### config.mk
export PLATFORM = sky130hd
export DESIGN_NAME = vdma_port
export DESIGN_NICKNAME = d
export VERILOG_FILES = /design/src/common/vdma_pkg.sv /design/src/rtl/vdma_port.sv /design/src/rd_mover/rd_mover.sv /design/src/wr_mover/wr_mover.sv /design/src/rtl/frame_buffer_ring.sv /design/src/rtl/beat_fifo.sv
export VERILOG_INCLUDE_DIRS = /design/src /design/src/common
export SDC_FILE = /design/constraint.sdc
export NUM_CORES = 1
export LEC_CHECK = 0
export BUFFER_PORTS_ARGS = -buffer_cell sky130_fd_sc_hd__buf_2
export CORE_ASPECT_RATIO = 0.8
export CORE_MARGIN = 4
export CORE_UTILIZATION = 63
export CTS_BUF_LIST = sky130_fd_sc_hd__clkbuf_8
export DETAILED_ROUTE_END_ITERATION = 7
export PLACE_DENSITY = 0.81
export RECOVER_POWER = 50
export SYNTH_ARGS = -nofsm -noshare
export SYNTH_HDL_FRONTEND = slang
export SYNTH_SLANG_ARGS = --single-unit
### constraint.sdc
create_clock -name axi4_m -period 6.1 [get_ports axi4_m]
set_clock_uncertainty 0.2 [all_clocks]
set_input_delay 0.305 -clock axi4_m [delete_from_list [all_inputs] [get_ports axi4_m]]
set_output_delay 0.305 -clock axi4_m [all_outputs]
set_load 0.02 [all_outputs]
### src/common/vdma_config.svh
/*
 * video DMA port configuration
 * bus widths, burst shape, frame size and frame buffer bases
 */
`ifndef VDMA_CONFIG_SVH
`define VDMA_CONFIG_SVH

// byte address and beat widths
`define vdma_addr_w       32
`define vdma_data_w       32

// beats per burst, frame is a whole number of bursts
`define vdma_burst_len    8
`define vdma_frame_beats  32

// three frame buffers in external memory
`define vdma_buf_base_0   32'h0000_0000
`define vdma_buf_base_1   32'h0000_1000
`define vdma_buf_base_2   32'h0000_2000

`define vdma_fifo_depth   16

`endif
### src/common/vdma_pkg.sv
/*
 * video DMA shared types
 * addresses, pixels, tagged read beats and counters
 */
`include "vdma_config.svh"

package vdma_pkg;

    // byte address on the AXI bus
    typedef logic [`vdma_addr_w-1:0] addr_t;

    // one pixel is exactly one AXI beat
    typedef logic [`vdma_data_w-1:0] pixel_t;

    // read beat plus frame markers for the output stream
    typedef struct packed {
        logic   sof;
        logic   eof;
        pixel_t data;
    } rd_beat_t;

    // wide enough to hold the full frame count itself
    typedef logic [$clog2(`vdma_frame_beats):0] beat_cnt_t;

    // buffer number 0..2
    typedef logic [1:0] buf_idx_t;

endpackage

### src/rtl/vdma_port.sv
/*
 * video DMA port
 * pixel stream into a frame buffer ring in AXI4 memory and back out
 */
module vdma_port (
    input  logic             axi4_m,
    input  logic             rst,
    input  logic             wr_enable,
    input  logic             rd_enable,
    // stream in
    input  vdma_pkg::pixel_t in_data,
    input  logic             in_valid,
    input  logic             in_user,
    output logic             in_ready,
    // stream out
    output vdma_pkg::pixel_t out_data,
    output logic             out_valid,
    output logic             out_user,
    output logic             out_last,
    input  logic             out_ready,
    // AXI4 write
    output vdma_pkg::addr_t  awaddr,
    output logic [7:0]       awlen,
    output logic             awvalid,
    input  logic             awready,
    output vdma_pkg::pixel_t wdata,
    output logic             wlast,
    output logic             wvalid,
    input  logic             wready,
    input  logic [1:0]       bresp,
    input  logic             bvalid,
    output logic             bready,
    // AXI4 read
    output vdma_pkg::addr_t  araddr,
    output logic [7:0]       arlen,
    output logic             arvalid,
    input  logic             arready,
    input  vdma_pkg::pixel_t rdata,
    input  logic [1:0]       rresp,
    input  logic             rlast,
    input  logic             rvalid,
    output logic             rready
);

    logic            wr_req;
    logic            wr_ack;
    logic            wr_commit;
    vdma_pkg::addr_t wr_base;
    logic            rd_req;
    logic            rd_ack;
    vdma_pkg::addr_t rd_base;

    frame_buffer_ring i_ring (
        .axi4_m, .rst, .wr_req, .wr_commit, .rd_req, .wr_ack, .wr_base, .rd_ack, .rd_base
    );

    wr_mover i_wr_mover (
        .axi4_m, .rst, .wr_enable, .in_data, .in_valid, .in_user, .wr_ack, .wr_base,
        .awready, .wready, .bresp, .bvalid, .in_ready, .wr_req, .wr_commit,
        .awaddr, .awlen, .awvalid, .wdata, .wlast, .wvalid, .bready
    );

    rd_mover i_rd_mover (
        .axi4_m, .rst, .rd_enable, .rd_ack, .rd_base, .arready, .rdata, .rresp, .rlast,
        .rvalid, .out_ready, .rd_req, .araddr, .arlen, .arvalid, .rready,
        .out_data, .out_valid, .out_user, .out_last
    );

endmodule

### src/rd_mover/rd_mover.sv
/*
 * read mover
 * reads the granted frame in AXI bursts, flow controlled by fifo credit
 */
`include "vdma_config.svh"

module rd_mover (
    input  logic             axi4_m,
    input  logic             rst,
    input  logic             rd_enable,
    input  logic             rd_ack,
    input  vdma_pkg::addr_t  rd_base,
    input  logic             arready,
    input  vdma_pkg::pixel_t rdata,
    input  logic [1:0]       rresp,
    input  logic             rlast,
    input  logic             rvalid,
    input  logic             out_ready,
    output logic             rd_req,
    output vdma_pkg::addr_t  araddr,
    output logic [7:0]       arlen,
    output logic             arvalid,
    output logic             rready,
    output vdma_pkg::pixel_t out_data,
    output logic             out_valid,
    output logic             out_user,
    output logic             out_last
);

    localparam int cnt_w = $clog2(`vdma_fifo_depth + 1);
    localparam vdma_pkg::beat_cnt_t frame_beats = `vdma_frame_beats;
    localparam vdma_pkg::beat_cnt_t burst_beats = `vdma_burst_len;

    typedef enum logic [1:0] {st_off, st_run, st_drain, st_rel} rd_st_t;

    rd_st_t              state;
    vdma_pkg::beat_cnt_t ar_off;
    vdma_pkg::beat_cnt_t rd_cnt;
    logic [cnt_w-1:0]    pend;
    logic [cnt_w-1:0]    fifo_count;
    logic                fifo_empty;
    vdma_pkg::rd_beat_t  push_beat;
    vdma_pkg::rd_beat_t  pop_beat;
    logic                push;
    logic                room;
    logic                r_err;
    logic                ar_fire;

    assign ar_fire = arvalid && arready;
    assign r_err   = rresp != 2'b00;
    // queued plus outstanding plus one more burst must fit
    assign room    = (fifo_count + pend + `vdma_burst_len) <= `vdma_fifo_depth;

    // beats outside a running frame are dropped
    assign push           = rvalid && state == st_run;
    assign push_beat.sof  = rd_cnt == 0;
    assign push_beat.eof  = r_err || rlast && rd_cnt == frame_beats - 1'b1;
    assign push_beat.data = rdata;

    beat_fifo #(.payload_t(vdma_pkg::rd_beat_t)) i_return (
        .axi4_m, .rst, .push, .push_data(push_beat), .pop(out_valid && out_ready),
        .pop_data(pop_beat), .count(fifo_count), .full(), .empty(fifo_empty)
    );

    assign araddr    = rd_base + (vdma_pkg::addr_t'(ar_off) << $clog2(`vdma_data_w / 8));
    assign arlen     = 8'(`vdma_burst_len - 1);
    assign rready    = 1'b1;
    assign out_valid = !fifo_empty;
    assign out_data  = pop_beat.data;
    assign out_user  = pop_beat.sof;
    assign out_last  = pop_beat.eof;

    always_ff @(posedge axi4_m) begin
        if (rst) begin
            state   <= st_off;
            rd_req  <= 1'b0;
            arvalid <= 1'b0;
            ar_off  <= '0;
            rd_cnt  <= '0;
            pend    <= '0;
        end else begin
            // outstanding beat credit
            case ({ar_fire, rvalid})
                2'b10:   pend <= pend + cnt_w'(`vdma_burst_len);
                2'b01:   pend <= pend - 1'b1;
                2'b11:   pend <= pend + cnt_w'(`vdma_burst_len - 1);
                default: pend <= pend;
            endcase
            if (ar_fire) begin
                arvalid <= 1'b0;
                ar_off  <= ar_off + burst_beats;
            end
            case (state)
                st_off: if (rd_enable && !rd_ack) begin
                    rd_req <= 1'b1;
                    ar_off <= '0;
                    rd_cnt <= '0;
                    state  <= st_run;
                end
                st_run: begin
                    if (!arvalid && rd_ack && room && ar_off != frame_beats) arvalid <= 1'b1;
                    if (rvalid) begin
                        rd_cnt <= rd_cnt + 1'b1;
                        if (r_err) begin
                            // frame cut short, flush what is still in flight
                            state <= st_drain;
                        end else if (rd_cnt == frame_beats - 1'b1) begin
                            rd_req <= 1'b0;
                            state  <= st_rel;
                        end
                    end
                end
                st_drain: if (!arvalid && pend == 0) begin
                    rd_req <= 1'b0;
                    state  <= st_rel;
                end
                default: if (!rd_ack) state <= st_off;
            endcase
        end
    end

endmodule

### src/wr_mover/wr_mover.sv
/*
 * write mover
 * syncs on in_user, stages one frame of pixels and writes AXI bursts
 */
`include "vdma_config.svh"

module wr_mover (
    input  logic             axi4_m,
    input  logic             rst,
    input  logic             wr_enable,
    input  vdma_pkg::pixel_t in_data,
    input  logic             in_valid,
    input  logic             in_user,
    input  logic             wr_ack,
    input  vdma_pkg::addr_t  wr_base,
    input  logic             awready,
    input  logic             wready,
    input  logic [1:0]       bresp,
    input  logic             bvalid,
    output logic             in_ready,
    output logic             wr_req,
    output logic             wr_commit,
    output vdma_pkg::addr_t  awaddr,
    output logic [7:0]       awlen,
    output logic             awvalid,
    output vdma_pkg::pixel_t wdata,
    output logic             wlast,
    output logic             wvalid,
    output logic             bready
);

    localparam int cnt_w = $clog2(`vdma_fifo_depth + 1);
    localparam vdma_pkg::beat_cnt_t frame_beats = `vdma_frame_beats;
    localparam vdma_pkg::beat_cnt_t burst_beats = `vdma_burst_len;

    typedef enum logic [1:0] {st_off, st_hunt, st_fill, st_done} frame_st_t;
    typedef enum logic [1:0] {b_idle, b_aw, b_w, b_b} burst_st_t;

    frame_st_t                            state;
    burst_st_t                            bstate;
    vdma_pkg::beat_cnt_t                  pix_cnt;
    vdma_pkg::beat_cnt_t                  wr_off;
    logic [$clog2(`vdma_burst_len)-1:0]   w_beat;
    logic [cnt_w-1:0]                     fifo_count;
    logic                                 fifo_full;
    logic                                 fifo_empty;
    logic                                 push;
    logic                                 b_last;

    // hunting drops beats, filling stops at a full fifo or a full frame
    assign in_ready = (state == st_hunt)
                   || (state == st_fill && !fifo_full && pix_cnt != frame_beats);
    assign push     = in_valid && in_ready && (state == st_fill || in_user);

    beat_fifo #(.payload_t(vdma_pkg::pixel_t)) i_stage (
        .axi4_m, .rst, .push, .push_data(in_data), .pop(wvalid && wready),
        .pop_data(wdata), .count(fifo_count), .full(fifo_full), .empty(fifo_empty)
    );

    // byte address from the beat offset
    assign awaddr  = wr_base + (vdma_pkg::addr_t'(wr_off) << $clog2(`vdma_data_w / 8));
    assign awlen   = 8'(`vdma_burst_len - 1);
    assign awvalid = bstate == b_aw;
    assign wvalid  = bstate == b_w && !fifo_empty;
    assign wlast   = w_beat == ($clog2(`vdma_burst_len))'(`vdma_burst_len - 1);
    assign bready  = 1'b1;
    // last response of the frame
    assign b_last  = bstate == b_b && bvalid && wr_off == frame_beats;

    always_ff @(posedge axi4_m) begin
        if (rst) begin
            state     <= st_off;
            wr_req    <= 1'b0;
            wr_commit <= 1'b0;
            pix_cnt   <= '0;
        end else begin
            case (state)
                st_off: if (wr_enable && !wr_ack) state <= st_hunt;
                st_hunt: begin
                    if (!wr_enable) begin
                        state <= st_off;
                    end else if (in_valid && in_user) begin
                        // first pixel goes into the fifo this cycle
                        state     <= st_fill;
                        wr_req    <= 1'b1;
                        wr_commit <= 1'b1;
                        pix_cnt   <= 1;
                    end
                end
                st_fill: begin
                    if (push) pix_cnt <= pix_cnt + 1'b1;
                    // any error spoils the whole frame
                    if (bstate == b_b && bvalid && bresp != 2'b00) wr_commit <= 1'b0;
                    if (b_last) begin
                        wr_req <= 1'b0;
                        state  <= st_done;
                    end
                end
                default: if (!wr_ack) state <= st_off;
            endcase
        end
    end

    // one burst in flight, AW only once a whole burst is staged
    always_ff @(posedge axi4_m) begin
        if (rst) begin
            bstate <= b_idle;
            wr_off <= '0;
            w_beat <= '0;
        end else begin
            case (bstate)
                b_idle: begin
                    if (state == st_hunt) begin
                        wr_off <= '0;
                    end else if (state == st_fill && wr_ack && wr_off != frame_beats
                                 && fifo_count >= `vdma_burst_len) begin
                        bstate <= b_aw;
                    end
                end
                b_aw: if (awready) begin
                    bstate <= b_w;
                    wr_off <= wr_off + burst_beats;
                    w_beat <= '0;
                end
                b_w: if (wvalid && wready) begin
                    w_beat <= w_beat + 1'b1;
                    if (wlast) bstate <= b_b;
                end
                default: if (bvalid) bstate <= b_idle;
            endcase
        end
    end

endmodule

### src/rtl/frame_buffer_ring.sv
/*
 * frame buffer ring
 * triple buffer ownership, four-phase grants to writer and reader
 */
`include "vdma_config.svh"

module frame_buffer_ring (
    input  logic            axi4_m,
    input  logic            rst,
    input  logic            wr_req,
    input  logic            wr_commit,
    input  logic            rd_req,
    output logic            wr_ack,
    output vdma_pkg::addr_t wr_base,
    output logic            rd_ack,
    output vdma_pkg::addr_t rd_base
);

    vdma_pkg::buf_idx_t last_idx;
    vdma_pkg::buf_idx_t wr_idx;
    vdma_pkg::buf_idx_t rd_idx;
    vdma_pkg::buf_idx_t free_idx;
    logic               has_commit;

    function automatic vdma_pkg::addr_t idx_to_base(input vdma_pkg::buf_idx_t idx);
        case (idx)
            2'd1:    return `vdma_buf_base_1;
            2'd2:    return `vdma_buf_base_2;
            default: return `vdma_buf_base_0;
        endcase
    endfunction

    // lowest buffer that is neither last committed nor held by the reader
    // two exclusions at most, so one of three is always free
    always_comb begin
        free_idx = 2'd0;
        for (int i = 2; i >= 0; i--) begin
            if (!(has_commit && last_idx == i) && !(rd_ack && rd_idx == i)) begin
                free_idx = vdma_pkg::buf_idx_t'(i);
            end
        end
    end

    always_ff @(posedge axi4_m) begin
        if (rst) begin
            wr_ack     <= 1'b0;
            rd_ack     <= 1'b0;
            has_commit <= 1'b0;
            last_idx   <= '0;
            wr_idx     <= '0;
            rd_idx     <= '0;
        end else begin
            // write side, commit sampled as req falls
            if (wr_req && !wr_ack) begin
                wr_ack <= 1'b1;
                wr_idx <= free_idx;
            end else if (!wr_req && wr_ack) begin
                wr_ack <= 1'b0;
                if (wr_commit) begin
                    last_idx   <= wr_idx;
                    has_commit <= 1'b1;
                end
            end
            // read side waits for a first good frame
            if (rd_req && !rd_ack && has_commit) begin
                rd_ack <= 1'b1;
                rd_idx <= last_idx;
            end else if (!rd_req && rd_ack) begin
                rd_ack <= 1'b0;
            end
        end
    end

    // bases hold while the matching ack is high
    assign wr_base = idx_to_base(wr_idx);
    assign rd_base = idx_to_base(rd_idx);

endmodule

### src/rtl/beat_fifo.sv
/*
 * beat FIFO
 * register array with show-ahead read, payload type set per instance
 */
`include "vdma_config.svh"

module beat_fifo #(
    parameter type payload_t = vdma_pkg::pixel_t
) (
    input  logic                                   axi4_m,
    input  logic                                   rst,
    input  logic                                   push,
    input  payload_t                               push_data,
    input  logic                                   pop,
    output payload_t                               pop_data,
    output logic [$clog2(`vdma_fifo_depth+1)-1:0]  count,
    output logic                                   full,
    output logic                                   empty
);

    localparam int depth = `vdma_fifo_depth;
    localparam int ptr_w = $clog2(depth);

    payload_t         mem [depth];
    logic [ptr_w-1:0] wr_ptr;
    logic [ptr_w-1:0] rd_ptr;
    logic             do_push;
    logic             do_pop;

    // overflow and underflow are ignored
    assign do_push = push && !full;
    assign do_pop  = pop && !empty;

    always_ff @(posedge axi4_m) begin
        if (do_push) begin
            mem[wr_ptr] <= push_data;
        end
    end

    // pointers wrap naturally, depth is a power of two
    always_ff @(posedge axi4_m) begin
        if (rst) begin
            wr_ptr <= '0;
            rd_ptr <= '0;
            count  <= '0;
        end else begin
            if (do_push) begin
                wr_ptr <= wr_ptr + 1'b1;
            end
            if (do_pop) begin
                rd_ptr <= rd_ptr + 1'b1;
            end
            if (do_push && !do_pop) begin
                count <= count + 1'b1;
            end else if (do_pop && !do_push) begin
                count <= count - 1'b1;
            end
        end
    end

    // head entry visible without a pop
    assign pop_data = mem[rd_ptr];
    assign full     = count == depth;
    assign empty    = count == 0;

endmodule

==> flow_summary.ini <==
[status]
status = complete, but fails checks
violations = capacitance limit, slew limit

[place]
port_buffers = 162
gp_congestion = 0.786
hpwl_mm = 49.2

[power_and_ir_drop]
fin_total_pwr_mw = 16.7
swShare_pct = 24.6
power_frac_seq_pct = 52.9
combPwrFrac_pct = 12.6
p_per_area_nw_per_um2 = 331
power_frac_clock_pct = 34.5
net-switching-power_mw = 4.11
p_leak_nw = 16.1
p_int_mw = 12.6
irDropWorstVdd_mv = 0.206

[synth]
seq_area_frac_synth_pct = 74.4
async_reset_ff_share_pct = 0
yosys.area.top_type = edfxtp_1
syn_area_um2 = 44800
synth_top_area_share_pct = 70.8
avgSynthCellArea_um2 = 21.3
ys.flop_type = edfxtp_1
syn_inst = 2099
synth_warnings = 0
ys_types = 63
synth_area_leaders = edfxtp_1 71%, mux4_2 17%, dfxtp_1 3.5%
synth_edf_count = 1056
ys_ff_latch = 1135

[sta]
worst_pin_slew_ns = 3.03
fin_hold_ws_ns = 0.0888
fmax_mhz = 243
hold_violations = 0
fin_crit_ns = 4.12
fin_crit_sh_pct = 67.6
tns_ns = 0
maxSlewViolCount = 70
slew-limit-headroom_pct = -102
rsz0062_at_grt = false
setup_viol = 0

[finish]
multi_input_area_um2 = 10700
nFillCells = 3911
seqCellArea_um2 = 33300
drive_gt1_share_pct = 27.5
nets = 2592
synthToLayoutAreaGrowth_pct = 12.5

[cts]
root_buffer = clkbuf_8
post_cts_buffers = 0
cts_inserted_buffers = 166
clock-sinks = 1135
h-tree-depth = 4
clock_latency_ns = 0.79
ctsHoldBuffers = 85
cts_resized = 0
cts.path.max_buffers = 3
path_clk_slew_ns = 0.06
cts_tree = done

[worst_setup_path]
slowest_stage = dfxtp_4
slowest_delay_ns = 0.69
cp-start-kind = register
endpoint_kind = output pin
crit_buf_inv = 2
crit_required_ns = 5.59
crit_chain = buf_12 -> mux4_2 -> mux4_2 -> buf_2
crit_top_cell = mux4_2
arrival_ns = 3.62
critPathTopFamily = multiplexers
critical_path_class = reg2out
cp_max_fo = 104

[global_route]
antenna_found_initial = 4
track_usage_pct = 25.3
grt_pass1_vias = 23000
grt-ovfl-total = 0
grt_max_degree = 105
grt_pass1_wl_mm = 141

[route]
num_vias = 22000
highest_layer = met4
drtPass1Iterations = 5
ant_nets = 0
route.met3.wl_mm = 7.69
avgRoutedWirePerCell_um = 26.3
drtIter0Drc = 2441
wl_met2_mm = 47.0
viasPerCell = 6.22
wl_met1_mm = 36.8
wirelength_mm = 93.0
remaining_drc_errors = 0

[floorplan]
die_area_um2 = 75400
die_h_um = 246
io-pin-count = 235
die_w_um = 306
core_area_um2 = 70400
initial_core_util_pct = 63.6
num_rows = 87

[worst_hold_path]
hp-class = in2reg

[run]
drv_cap = 1
==> per-layer routing <==
metal  vias up  GRT usage, %
li1       9286             -
met1     11500          36.5
met2      1028          40.7
met3       130          4.96
met4         0          6.90
met5         -             0
==> path summary, 6_finish.rpt <==
kind | start | to | slack (ns) | cells after the start
max | register | wdata[15] | 1.98 | 4
min reg2reg | i_wr_mover.i_stage.rd_ptr[1] | register | 0.30 | 2
max reg2reg | i_wr_mover.state[0] | i_wr_mover.i_stage.count[4] | 2.33 | 13
min | rlast | i_rd_mover.i_return.mem[0][32] | 0.09 | 3
==> cells in the mapped netlist, types with 3 or more instances <==
library cell / number
edfxtp_1: 1056
mux4_2: 330
nor2_1: 90
dfxtp_1: 79
buf_4: 75
ha_1: 50
clkbuf_1: 45
nand2_1: 40
a21oi_1: 34
inv_1: 30
buf_2: 27
xor2_1: 19
and3_1: 18
nand3_1: 17
o21ai_0: 16
xnor2_1: 14
nor2b_1: 13
mux2i_1: 12
nand2b_1: 12
buf_1: 11
a21o_1: 8
nor3_1: 8
or3_1: 7
nand4_1: 6
a22oi_1: 5
buf_8: 5
o31ai_1: 5
a211oi_1: 4
nand3b_1: 4
a2111oi_0: 3
a32o_1: 3
and2_1: 3
fa_1: 3
mux2_2: 3
nor4_1: 3
o2111ai_1: 3
==> power by group through the flow <==
stage / clock [mW] / sequential, mW / combinational (mW)
4_1_cts: 5.86 / 8.83 / 2.13
5_1_grt: 6.26 / 8.85 / 2.27
6_report: 5.76 / 8.82 / 2.11
3_5_place_dp: 0 / 8.99 / 2.06
3_3_place_gp: 0 / 8.97 / 1.98
2_1_floorplan: 0 / 8.87 / 1.64
==> layout make-up <==
cell class,instances,area share [%]
clock inverters,130,1.56
repair buffers,287,3.77
flip-flops and latches,1135,66.1
clock buffers,172,4.70
diodes,6,0.0298
inverters,30,0.224
well taps,934,2.32
multi-input cells,838,21.3
==> logic make-up after synthesis <==
logic type      share of synthesized area, %
flops                                   74.4
mux                                     16.9
simple gates                            2.48
buf+inv                                 2.50
compound gates                          1.52
fa+ha+maj                               1.53
xor+xnor                               0.646
other cells                           0.0168
==> cells in the final DEF, fill, tap and decap left out, types with 12 or more instances in the layout <==
cell type / count
mux4_2: 330
mux2i_1: 12
clkbuf_8: 172
nand2b_1: 12
nand2_1: 40
xnor2_1: 14
clkbuf_1: 78
ha_1: 50
inv_1: 73
dlygate4sd3_1: 85
xor2_1: 19
edfxtp_1: 1056
and3_2: 15
o21ai_0: 16
buf_2: 85
a21oi_1: 35
buf_4: 36
conb_1: 72
dfxtp_1: 71
nor2_1: 82
nand3_1: 17
clkinv_2: 22
nor2b_1: 13
clkinv_1: 44
==> flip-flops by register name, summed over array words and instances (netlist names), 2 cells and up, named ones only <==
name,flops
i_wr_mover.bstate,2
i_rd_mover.i_return.mem,544
i_ring.rd_idx,2
i_rd_mover.ar_off,3
i_wr_mover.i_stage.rd_ptr,4
i_rd_mover.i_return.count,5
i_rd_mover.pend,5
i_wr_mover.state,2
i_wr_mover.w_beat,3
i_wr_mover.i_stage.mem,512
i_rd_mover.rd_cnt,6
i_wr_mover.i_stage.wr_ptr,4
i_rd_mover.state,2
i_ring.wr_idx,2
i_rd_mover.i_return.rd_ptr,4
i_rd_mover.i_return.wr_ptr,4
i_wr_mover.pix_cnt,6
i_wr_mover.wr_off,3
i_wr_mover.i_stage.count,5
i_ring.last_idx,2
==> worst reg2reg max path: stages, from the launching register on <==
cell	delay [ns]
dfxtp_1	0.34
inv_1	0.10
ha_1	0.34
inv_1	0.11
a31oi_1	0.38
o211a_1	0.49
ha_1	0.28
inv_1	0.11
fa_1	0.43
a21o_1	0.19
a21oi_1	0.17
xnor2_1	0.09
or3_1	0.30
a21oi_1	0.14
==> through the flow <==
step	instances	setup slack (ns)	cell area, um2	utilization [%]
floorplan	2169	1.76	45000	-
global placement	3139	2.58	46500	66.0
detailed placement	3139	2.52	46500	66.0
CTS	3526	1.85	50500	71.7
global route	3528	1.70	50400	71.5
finish	3532	1.98	50400	71.5
Note: power is estimated with default switching activity, not from simulation.
